File: src/verilog/multicore_pkg.sv
package multicore_pkg;

	localparam int num_cores = 4;
	localparam int core_id_w = 2;
	localparam int stage_w = core_id_w + 1;  // one more than an index, counts past the last core

	localparam int frame_len = 8;
	localparam int cnt_w = $clog2(frame_len);

	localparam int sample_w = 19;
	localparam int weight_w = 9;
	localparam int prod_w = sample_w + weight_w;
	localparam int result_w = 28;
	localparam int acc_w = 32;  // 8 full-scale products fit with room

	localparam int reset_gap = 14;
	localparam int gap_cnt_w = $clog2(reset_gap + 1);

	// clamp range of a result
	localparam logic signed [result_w-1:0] result_max = {1'b0, {(result_w - 1){1'b1}}};
	localparam logic signed [result_w-1:0] result_min = {1'b1, {(result_w - 1){1'b0}}};

	// one row per core, indexed by sample position
	// every row sums to more than 512 in magnitude, so full-scale frames clamp
	localparam logic signed [weight_w-1:0] weight_rom [num_cores][frame_len] = '{
		'{
			9'sd120, 9'sd95, 9'sd64, 9'sd33,
			9'sd77, 9'sd101, 9'sd55, 9'sd90
		},
		'{
			-9'sd110, -9'sd80, 9'sd40, -9'sd95,
			-9'sd120, -9'sd72, 9'sd12, -9'sd100
		},
		'{
			9'sd200, -9'sd30, 9'sd150, -9'sd45,
			9'sd90, 9'sd60, -9'sd20, 9'sd130
		},
		'{
			-9'sd150, 9'sd70, -9'sd200, -9'sd60,
			-9'sd30, -9'sd90, 9'sd25, -9'sd110
		}
	};

endpackage

File: src/verilog/core_if.sv
`timescale 1ns/1ps

// result stream of one neuron core towards the collector
interface core_if import multicore_pkg::*; ();

	logic signed [result_w-1:0] result;
	logic valid;       // result pending
	logic ready;       // taken this cycle
	logic frame_seen;  // core out of reset

	modport core (
		output result,
		output valid,
		output frame_seen,
		input ready
	);

	modport collector (
		input result,
		input valid,
		input frame_seen,
		output ready
	);

endinterface

File: src/verilog/reset_sequencer.sv
`timescale 1ns/1ps

module reset_sequencer import multicore_pkg::*; (
	input logic clk,
	input logic reset,
	output logic [num_cores-1:0] core_reset
);

	logic [gap_cnt_w-1:0] gap_cnt;
	logic [stage_w-1:0] stage;  // next core to release
	logic done;

	assign done = (stage == stage_w'(num_cores));

	// core k leaves reset reset_gap*(k+1) edges after the global reset drops
	always_ff @(posedge clk) begin
		if (reset) begin
			gap_cnt <= '0;
			stage <= '0;
			core_reset <= '1;
		end else if (!done) begin
			if (gap_cnt == gap_cnt_w'(reset_gap)) begin
				core_reset[stage[core_id_w-1:0]] <= 1'b0;
				stage <= stage + 1'b1;
				gap_cnt <= gap_cnt_w'(1);  // this edge opens the next gap
			end else begin
				gap_cnt <= gap_cnt + 1'b1;
			end
		end
	end

endmodule

File: src/verilog/neuron_core.sv
`timescale 1ns/1ps

module neuron_core import multicore_pkg::*; #(
	parameter int core_index = 0
) (
	input logic clk,
	input logic reset,
	input logic signed [sample_w-1:0] in_data,
	input logic in_take,
	input logic in_last,
	core_if.core res
);

	logic [cnt_w-1:0] cnt;  // sample position, zero while idle
	logic busy;             // inside a frame this core takes part in
	logic seen_last;        // a frame end passed since release
	logic alive;
	logic valid_q;
	logic signed [result_w-1:0] result_q;
	logic signed [acc_w-1:0] acc;
	logic signed [acc_w-1:0] sum;
	logic signed [weight_w-1:0] weight;
	logic signed [prod_w-1:0] product;
	logic signed [result_w-1:0] sat;
	logic join_frame;
	logic step;

	assign weight = weight_rom[core_index][cnt];
	assign product = in_data * weight;

	// a frame under way at release is skipped up to its last sample
	assign join_frame = !busy && seen_last && !valid_q;
	assign step = alive && in_take && (busy || join_frame);

	// first sample of a frame starts from zero
	assign sum = (busy ? acc : acc_w'(0)) + acc_w'(product);

	always_comb begin
		sat = sum[result_w-1:0];
		if (sum > result_max)
			sat = result_max;
		else if (sum < result_min)
			sat = result_min;
	end

	always_ff @(posedge clk) begin
		if (reset) begin
			cnt <= '0;
			busy <= 1'b0;
			seen_last <= 1'b0;
			alive <= 1'b0;
			valid_q <= 1'b0;
		end else begin
			alive <= 1'b1;  // one edge after release, in step with cores_active
			if (alive && in_take && in_last)
				seen_last <= 1'b1;
			if (step) begin
				if (in_last) begin
					busy <= 1'b0;
					cnt <= '0;
					valid_q <= 1'b1;
				end else begin
					busy <= 1'b1;
					cnt <= cnt + 1'b1;
				end
			end else if (valid_q && res.ready) begin
				valid_q <= 1'b0;
			end
		end
	end

	always_ff @(posedge clk) begin
		if (step) begin
			acc <= sum;
			if (in_last)
				result_q <= sat;  // held until taken
		end
	end

	assign res.result = result_q;
	assign res.valid = valid_q;
	assign res.frame_seen = !reset;

endmodule

File: src/verilog/result_collector.sv
`timescale 1ns/1ps

module result_collector import multicore_pkg::*; (
	input logic clk,
	input logic reset,
	core_if.collector cores [num_cores],
	output logic out_valid,
	output logic signed [result_w-1:0] out_data,
	output logic [core_id_w-1:0] out_core,
	input logic out_ready,
	output logic in_ready,
	output logic [num_cores-1:0] cores_active
);

	logic [num_cores-1:0] valid_vec;
	logic [num_cores-1:0] seen_vec;
	logic [num_cores-1:0] grant;
	logic signed [result_w-1:0] result_arr [num_cores];
	logic [core_id_w-1:0] sel;

	for (genvar i = 0; i < num_cores; i++) begin : g_port
		assign valid_vec[i] = cores[i].valid;
		assign seen_vec[i] = cores[i].frame_seen;
		assign result_arr[i] = cores[i].result;
		assign cores[i].ready = grant[i] & out_ready;  // only the selected core
	end

	// scan from the top so the lowest pending index wins
	always_comb begin
		sel = '0;
		grant = '0;
		for (int i = num_cores - 1; i >= 0; i--) begin
			if (valid_vec[i]) begin
				sel = core_id_w'(i);
				grant = '0;
				grant[i] = 1'b1;
			end
		end
	end

	assign out_valid = |valid_vec;
	assign out_data = result_arr[sel];
	assign out_core = sel;

	// no new frame until every result of the last one is out
	assign in_ready = ~|valid_vec;

	always_ff @(posedge clk) begin
		if (reset)
			cores_active <= '0;
		else
			cores_active <= seen_vec;
	end

endmodule

File: src/verilog/multicore.sv
`timescale 1ns/1ps

module multicore import multicore_pkg::*; (
	input logic clk,
	input logic reset,
	input logic in_valid,
	input logic signed [sample_w-1:0] in_data,
	input logic in_last,
	output logic in_ready,
	output logic out_valid,
	output logic signed [result_w-1:0] out_data,
	output logic [core_id_w-1:0] out_core,
	input logic out_ready,
	output logic [num_cores-1:0] cores_active
);

	logic [num_cores-1:0] core_reset;
	logic in_take;  // sample transfer, seen by every core

	core_if res_if [num_cores] ();

	assign in_take = in_valid & in_ready;

	reset_sequencer u_seq (
		.clk(clk),
		.reset(reset),
		.core_reset(core_reset)
	);

	for (genvar i = 0; i < num_cores; i++) begin : g_core
		neuron_core #(
			.core_index(i)
		) u_core (
			.clk(clk),
			.reset(core_reset[i]),
			.in_data(in_data),
			.in_take(in_take),
			.in_last(in_last),
			.res(res_if[i])
		);
	end

	result_collector u_coll (
		.clk(clk),
		.reset(reset),
		.cores(res_if),
		.out_valid(out_valid),
		.out_data(out_data),
		.out_core(out_core),
		.out_ready(out_ready),
		.in_ready(in_ready),
		.cores_active(cores_active)
	);

endmodule

File: config.mk
export PLATFORM = sky130hd
export DESIGN_NAME = multicore
export DESIGN_NICKNAME = d
export VERILOG_FILES = /design/src/verilog/multicore_pkg.sv /design/src/verilog/core_if.sv /design/src/verilog/reset_sequencer.sv /design/src/verilog/neuron_core.sv /design/src/verilog/result_collector.sv /design/src/verilog/multicore.sv
export SDC_FILE = /design/constraint.sdc
export NUM_CORES = 2
export LEC_CHECK = 0
export BUFFER_PORTS_ARGS = -buffer_cell sky130_fd_sc_hd__buf_2
export CORE_UTILIZATION = 39
export CTS_BUF_LIST = sky130_fd_sc_hd__clkbuf_8 sky130_fd_sc_hd__clkbuf_16
export DETAILED_ROUTE_END_ITERATION = 10
export SKIP_CTS_REPAIR_TIMING = 1
export SLEW_MARGIN = 20
export SYNTH_ARGS = -nofsm -noshare
export SYNTH_HDL_FRONTEND = slang
export SYNTH_SLANG_ARGS = --single-unit
File: constraint.sdc
create_clock -name clk -period 11.3 [get_ports clk]
set_input_delay 2.825 -clock clk [delete_from_list [all_inputs] [get_ports clk]]
set_output_delay 2.825 -clock clk [all_outputs]
set_load 0.02 [all_outputs]
---- Word-level counts from Yosys, hierarchy flattened ----
Memory sizes are Yosys's and may differ from the RTL's.
Index checks and enable logic that the tools add are counted.
word-level totals
  ROM bits ................................ 288
  bits of input ports ..................... 24
  memories ................................ 4
  bits in registers ....................... 283
memory list
  name             depth  width  read ports  clocked after Yosys merged registers in  write ports  line               RTL
  (no name shown)  8      9      1           0                                        0            neuron_core.sv:28  assign weight = weight_rom[core_index][cnt];
  (no name shown)  8      9      1           0                                        0            neuron_core.sv:28
  (no name shown)  8      9      1           0                                        0            neuron_core.sv:28
  (no name shown)  8      9      1           0                                        0            neuron_core.sv:28
cells by class
  eq/ne operators ......................... 6
  reductions and logical operators ........ 56
  bitwise gates (word level) .............. 13
  mux-type cells .......................... 48
  add/sub/neg operators ................... 10
  multipliers ............................. 4
  $lt $le $gt $ge ......................... 15
operator list
  kind                  count
  $mux 28               6
  $add 32x28->32        4
  $gt 32x28->1 const B  4
  $lt 32x28->1 const B  4
  $mux 32               4
  $mul 19x9->28         4
  $mux 9                8
  $bmux 28 s2           1
  $logic_and 1x1->1     25
  $mux 4                5
  $reduce_and 2->1      9
  $ge 4x4->1 const B    4
  $not 3->4             4
  $add 3x1->3 const B   5
  $mux 1                15
  $logic_not 1->1       13
  $mux 3                4
  $mux 2                4
  $ne 2x2->1 const B    4
  $reduce_bool 2->1     4
  $and 1x1->1           5
  $add 4x1->4 const B   1
  $and 4x4->4           1
  $eq 4x4->1 const B    1
  other kinds (10)      13

---- Depth between registers and ports, before layout ----
  depth after elaboration ................. 8
  gate-level depth with buffers ........... 29

---- Modules after synthesis ----
A second synthesis with hierarchy kept.
second synthesis, totals
  cell total of the unflattened synthesis .. 4291
  area, all modules ....................... 40998.1 um^2
modules (own cells, without submodules)
  module                          instances  area each (um^2)  sequential area each (um^2)  cells each
  neuron_core (g_core[2].u_core)  1          10491.3           1941.9                       1117
  neuron_core (g_core[3].u_core)  1          10242.3           1941.9                       1070
  neuron_core (g_core[1].u_core)  1          9930.8            1941.9                       1063
  neuron_core (g_core[0].u_core)  1          8918.6            1941.9                       930
  result_collector                1          880.8             80.1                         55
  reset_sequencer                 1          528.0             220.2                        55
  multicore                       1          6.3               0.0                          1

---- Least setup slack after synthesis ----
Ideal clock, no wire load.
  kind .................................... input -> register
  start ................................... input port in_data[18]
  end ..................................... register g_core[1].u_core.result_q[26], data pin
  buffers on the path ..................... 4
  arrival time ............................ 8663 ps
  stages .................................. 24
  path slack .............................. 2381 ps
  path through ............................ clkbuf_1 > nand2_1 > fa_1 > inv_1 > fa_1 > inv_1 > fa_1 > inv_1 > fa_1 > inv_1 > fa_1 > inv_1 > ha_1 > buf_4 > nand3_1 > o21ai_0 > or3_1 > a31oi_1 > mux2i_1 > and4_1 > or4_1 > buf_6 > buf_6 > o22a_2
on the way
  cells in the longest elaborated chain, start to end .. 4
  elaborated cells between the ends (all ways) .. 5
  those cells by class .................... 1 x add/sub; 1 x mul; 2 x order compare; 1 x mux
ends and longest elaborated chain
  item                                line               RTL
  from (decl)                         multicore.sv:7     input logic signed [sample_w-1:0] in_data,
  $mul 19x9->28 (*)                   neuron_core.sv:29  assign product = in_data * weight;
  $add 32x28->32 (*)                  neuron_core.sv:36  assign sum = (busy ? acc : acc_w'(0)) + acc_w'(product);
  named net g_core[1].u_core.sum[30]  neuron_core.sv:21  logic signed [acc_w-1:0] sum;
  $lt 32x28->1                        neuron_core.sv:42  else if (sum < result_min)
  $mux 28                             neuron_core.sv:42
  to (signal assigned)                neuron_core.sv:76  result_q <= sat;
  to (decl)                           neuron_core.sv:19  logic signed [result_w-1:0] result_q;
The timed path passes the listed nets; every way through them passes the cells marked *.
A chain may end at the register's enable or synchronous reset.

---- Worst setup path after layout ----
  start ................................... input port in_data[18]
  end ..................................... register g_core[0].u_core.result_q[25], data pin
on the way
  cells in the longest elaborated chain, start to end .. 4
  elaborated cells between the ends (all ways) .. 5
  those cells by class .................... 1 x add/sub; 1 x mul; 2 x order compare; 1 x mux
ends and longest elaborated chain
  item                  line
  $mul 19x9->28 (*)     neuron_core.sv:29
  $add 32x28->32 (*)    neuron_core.sv:36
  $lt 32x28->1          neuron_core.sv:42
  $mux 28               neuron_core.sv:42
  to (signal assigned)  neuron_core.sv:76
  to (decl)             neuron_core.sv:19
Mark *: on every way between the ends. The rest lies on a longest branch, timed or not.

==> results by stage <==
Outcome:
- The run finished with clean final reports.

Power:
- The overall power is 0.00780 W.
- Of the total power, the share spent switching nets is 0.480.
- The internal portion of total power is around 0.0041 W.
- Of the total power, registers draw 0.195.
- The combinational power share is 0.652.
- For this design the static power due to leakage is a little over 20 nW.
- In this run the power density over the cells is roughly 180 nW/um^2.
- Summed over all nets, the switching power comes to between 0.003 and 0.004 W.
- The peak supply drop is approximately 0.40 mV.
- The clock share of power is 0.153.

Setup path:
- STA puts the critical path data required time at ~12 ns.
- Counting both buffers and inverters, the worst setup path holds a total of 5.
- In this design, the largest share of critical-path delay is due to adder cells.
- At the worst endpoint, the arrival time is ~9.9 ns.
- Traced cell by cell, the critical path runs through buf_2, buf_4, nand2_1, fa_1, inv_1, fa_1, fa_1, fa_1, inv_1, fa_1, inv_1, ha_1, a21o_1, a21o_1, o21a_1, o41a_1, or4_1, a222oi_1, o21ai_1, o21ai_2, a21oi_1.
- The critical path startpoint category is a primary input.
- In this run the worst path has a maximum fanout of 29.
- On the worst path, the slowest cell contributes a delay of around 0.73 ns.
- The type of destination of the critical path is a flip-flop.
- Among the stages of the critical path, the cell type that occurs most often is fa_1.
- The slowest stage of the critical path belongs to the cell fa_1.
- The setup path with the least slack is of type in -> reg.

Global route:
- The initial antenna violation count was 3.
- The first-pass GRT wire length is 168000 um.
- The pin count of the biggest net entering global routing is between 50 and 60.
- The all-layer global routing usage is 0.204.
- The via count of the first global-routing pass is roughly 31000.
- The total congestion overflow is 0.

Yosys:
- The synthesized cell area is 40400 um^2.
- In this run, synthesis produced a sequential element count of around 280.
- The share of the yosys chip area belonging to registers is 0.200.
- Each instance of the synthesized netlist takes up on average just over 9 um^2.
- Synthesis instantiated 93 different standard cells from the library.
- The cell count after synthesis came out at roughly 4400.
- The proportion of synthesized flip-flops having asynchronous set or reset is 0.
- The prevailing post-synth register cell is edfxtp_1.
- The total nets after synthesis is 5387.
- Yosys printed 0 warnings.
- The synthesized design contains between 200 and 250 enable-type register cells.

Timing:
- The normalized max-slew margin is 0.255.
- The setup TNS after final layout is 0 ns.
- Setup violations remaining at the end of the flow were counted as 0.
- The final critical path time including I/O delays and setup is approximately 9.6 ns.
- Timing would allow up to 104 MHz.
- The final number of hold-violating endpoints is 0.
- Between clock sinks in the finished design, the worst skew comes to between 0.03 and 0.04 ns.
- Setup repair after global routing left no endpoint under its margin.
- The share of the clock period used by the worst path after layout is 0.849.
- For the pin with the worst max-slew slack, the measured transition is between 1 and 1.5 ns.
- The number of max-slew violations in the final report was 0.

Clocking:
- The clock net in this run drives a total of 283 sinks.
- The H-tree level count is 2.
- Clock-pin slew was measured on the worst setup and hold paths at around 0.060 ns.
- The later pin in the worst-skew pair is clocked with a latency of a little under 0.6 ns.
- In this run the clock root is driven by a clkbuf_16.
- In this run the deepest clock path goes through 3 buffers.
- TritonCTS built the clock tree.
- The total CTS buffers is 36.

Cells and area:
- Of the cells placed in the final design, the portion with a size suffix greater than 1 is 0.0528.
- With fillers left out, the area of the finished cells amounts to 43400 um^2.
- Summing all multi-input logic gate instances after layout gives about 28000 um^2.
- The relative area change from synthesis to final layout is 7.27%.
- The count of fill cells added during filler insertion is 10120.
- The utilization of the core after routing is 0.424.
- For this run, the post-layout net count is roughly 5300.
- The sequential cells in the finished layout cover a total of between 8000 and 9000 um^2.

Floorplan:
- The core region is between 100000 and 150000 um^2.
- Row generation in the floorplan step produced 117 rows.
- During I/O placement, the number of pins put on the boundary was 60.
- The floorplan step defined a die boundary enclosing 105000 um^2.
- The die outline width is around 320 um.
- The initial core utilization is 0.395.
- The floorplan step set the die height to between 300 and 400 um.

Placement:
- Once placement finished, the instance area stood at between 40000 and 50000 um^2.
- The congestion estimate from routability-driven global placement came to ~0.89.
- The HPWL after detailed placement is around 80000 um.
- Port buffering added 59 buffers.

Routing:
- In the final routed layout, each cell accounts on average for 17.8 um.
- Across all layers, the routed design uses 29341 vias.
- The detail route stage leaves a number of antenna-violating nets equal to 0.
- The pre-antenna-repair detailed-routing pass consisted of 6 iterations.
- The number of DRC violations after detailed-routing iteration 0 is 2091.
- The final routed wirelength across all metal layers is a little over 100000 um.
- The detailed-route DRC error count is 0.
- The number of vias per cell after detailed routing is just over 5.

Min path:
- The min-delay analysis places its worst path in the category reg -> reg.

Flow run:
- The count of maximum capacitance violations is 0.
==> logic make-up (layout without fill, tap and decap cells) <==
| kind of cell | Yosys count | after routing | share of synthesized area |
|---|---|---|---|
| AO/OA/AOI/OAI | 584 | 584 | 0.0936 |
| XOR/XNOR | 121 | 121 | 0.0262 |
| adder cells (fa/ha/maj) | 969 | 969 | 0.417 |
| buffers and inverters | 1180 | 1161 | 0.111 |
| flip-flops | 283 | 283 | 0.200 |
| multiplexers | 13 | 13 | 0.00331 |
| other | 0 | 1 | 0 |
| AND/OR/NAND/NOR | 1244 | 1244 | 0.149 |
==> metrics by stage <==
stage,std cells,worst slack [ns],hold WS (ns)
after floorplan,4394,2.38,0.428
after global placement,5677,1.15,0.441
after detailed placement,5677,1.12,0.449
after CTS,5742,1.69,0.461
after global routing,5743,1.31,0.487
final,5744,1.71,0.462
==> worst min-delay path, cell delays in order, from the launching register on <==
cell and delay (ns):
dfxtp_1 0.32, a31oi_1 0.04, nor2_1 0.07
==> cells in the mapped netlist, types with 15 or more instances <==
cell type / instances / area share
a211oi_1: 37 / 0.0069
a21o_1: 51 / 0.0095
a21oi_1: 143 / 0.018
a31oi_1: 48 / 0.0074
and2_1: 282 / 0.044
and3_1: 18 / 0.0028
clkbuf_1: 161 / 0.015
dfxtp_1: 43 / 0.021
edfxtp_1: 240 / 0.18
fa_1: 629 / 0.31
ha_1: 340 / 0.11
inv_1: 985 / 0.091
nand2_1: 522 / 0.048
nand2b_1: 31 / 0.0048
nand3_1: 25 / 0.0031
nor2_1: 168 / 0.016
nor2b_1: 82 / 0.013
nor3_1: 45 / 0.0056
o211ai_1: 15 / 0.0028
o21ai_0: 144 / 0.018
o21bai_1: 15 / 0.0028
o22a_1: 20 / 0.0043
xnor2_1: 78 / 0.017
xor2_1: 43 / 0.0093
==> layer usage <==
layer / track usage / share of wire / vias to the layer above
met5: 0 / 0.00033 / -
met4: 0.0504 / 0.023 / 6
met3: 0.0233 / 0.056 / 124
met2: 0.335 / 0.47 / 783
met1: 0.287 / 0.45 / 14841
li1: - / - / 13587
==> flip-flops by register name, summed over array words and instances, names as in the netlist <==
register and cells:
g_core.u_core.alive 4, u_seq.core_reset 4, g_core.u_core.cnt 12, g_core.u_core.acc 128
u_seq.stage 3, g_core.u_core.res.result 112, u_coll.cores_active 4, g_core.u_core.busy 4
u_seq.gap_cnt 4, g_core.u_core.seen_last 4, g_core.u_core.res.valid 4
==> placed cells by master (no fill, tap or decap), types with 7 or more instances in the layout <==
master / n
inv_1: 985
a21o_1: 51
and2_1: 282
o31ai_1: 7
clkinvlp_4: 8
nor2_1: 166
mux2i_1: 8
o21ai_1: 8
o21a_1: 14
clkbuf_16: 37
nand3_1: 25
a31oi_1: 48
fa_1: 629
o21bai_1: 14
nand4_1: 11
a211oi_1: 37
or2_2: 10
xor2_1: 42
o21ai_0: 144
buf_2: 59
dfxtp_1: 43
nand2b_1: 31
ha_1: 340
nor3_1: 44
buf_4: 50
edfxtp_1: 240
or4_1: 9
o22a_1: 20
nand2_1: 522
a21oi_1: 142
and3_1: 18
and4_1: 8
xnor2_1: 76
nor2b_1: 82
o211ai_1: 15
==> layout make-up <==
class / count / area share
clock inverter: 28 / 0.00617
clock buffer: 37 / 0.0213
timing repair buffer: 110 / 0.0161
tap: 1368 / 0.0395
antenna: 1 / 0.0000577
multi-input combinational: 2931 / 0.646
sequential: 283 / 0.186
inverter: 986 / 0.0853
==> path summary, 6_finish.rpt <==
check                                                start                               to  slack (ns)  cells past startpoint
worst max register to register     g_core[2].u_core.cnt[0]  g_core[2].u_core.res.result[13]        3.08                     26
worst min register to register  g_core[0].u_core.seen_last       g_core[0].u_core.seen_last        0.46                      2
worst min-delay path            g_core[0].u_core.seen_last       g_core[0].u_core.seen_last        0.46                      2
worst max-delay path                           in_data[18]  g_core[0].u_core.res.result[25]        1.71                     21
==> power by group through the flow <==
stage	clock, W	combinational [W]	sequential (W)
6_report	0.00120	0.00508	0.00152
3_5_place_dp	0	0.00505	0.00154
3_3_place_gp	0	0.00502	0.00154
4_1_cts	0.00122	0.00510	0.00152
5_1_grt	0.00125	0.00574	0.00152
2_1_floorplan	0	0.00370	0.00154
Note: power is estimated with default switching activity, not from simulation.
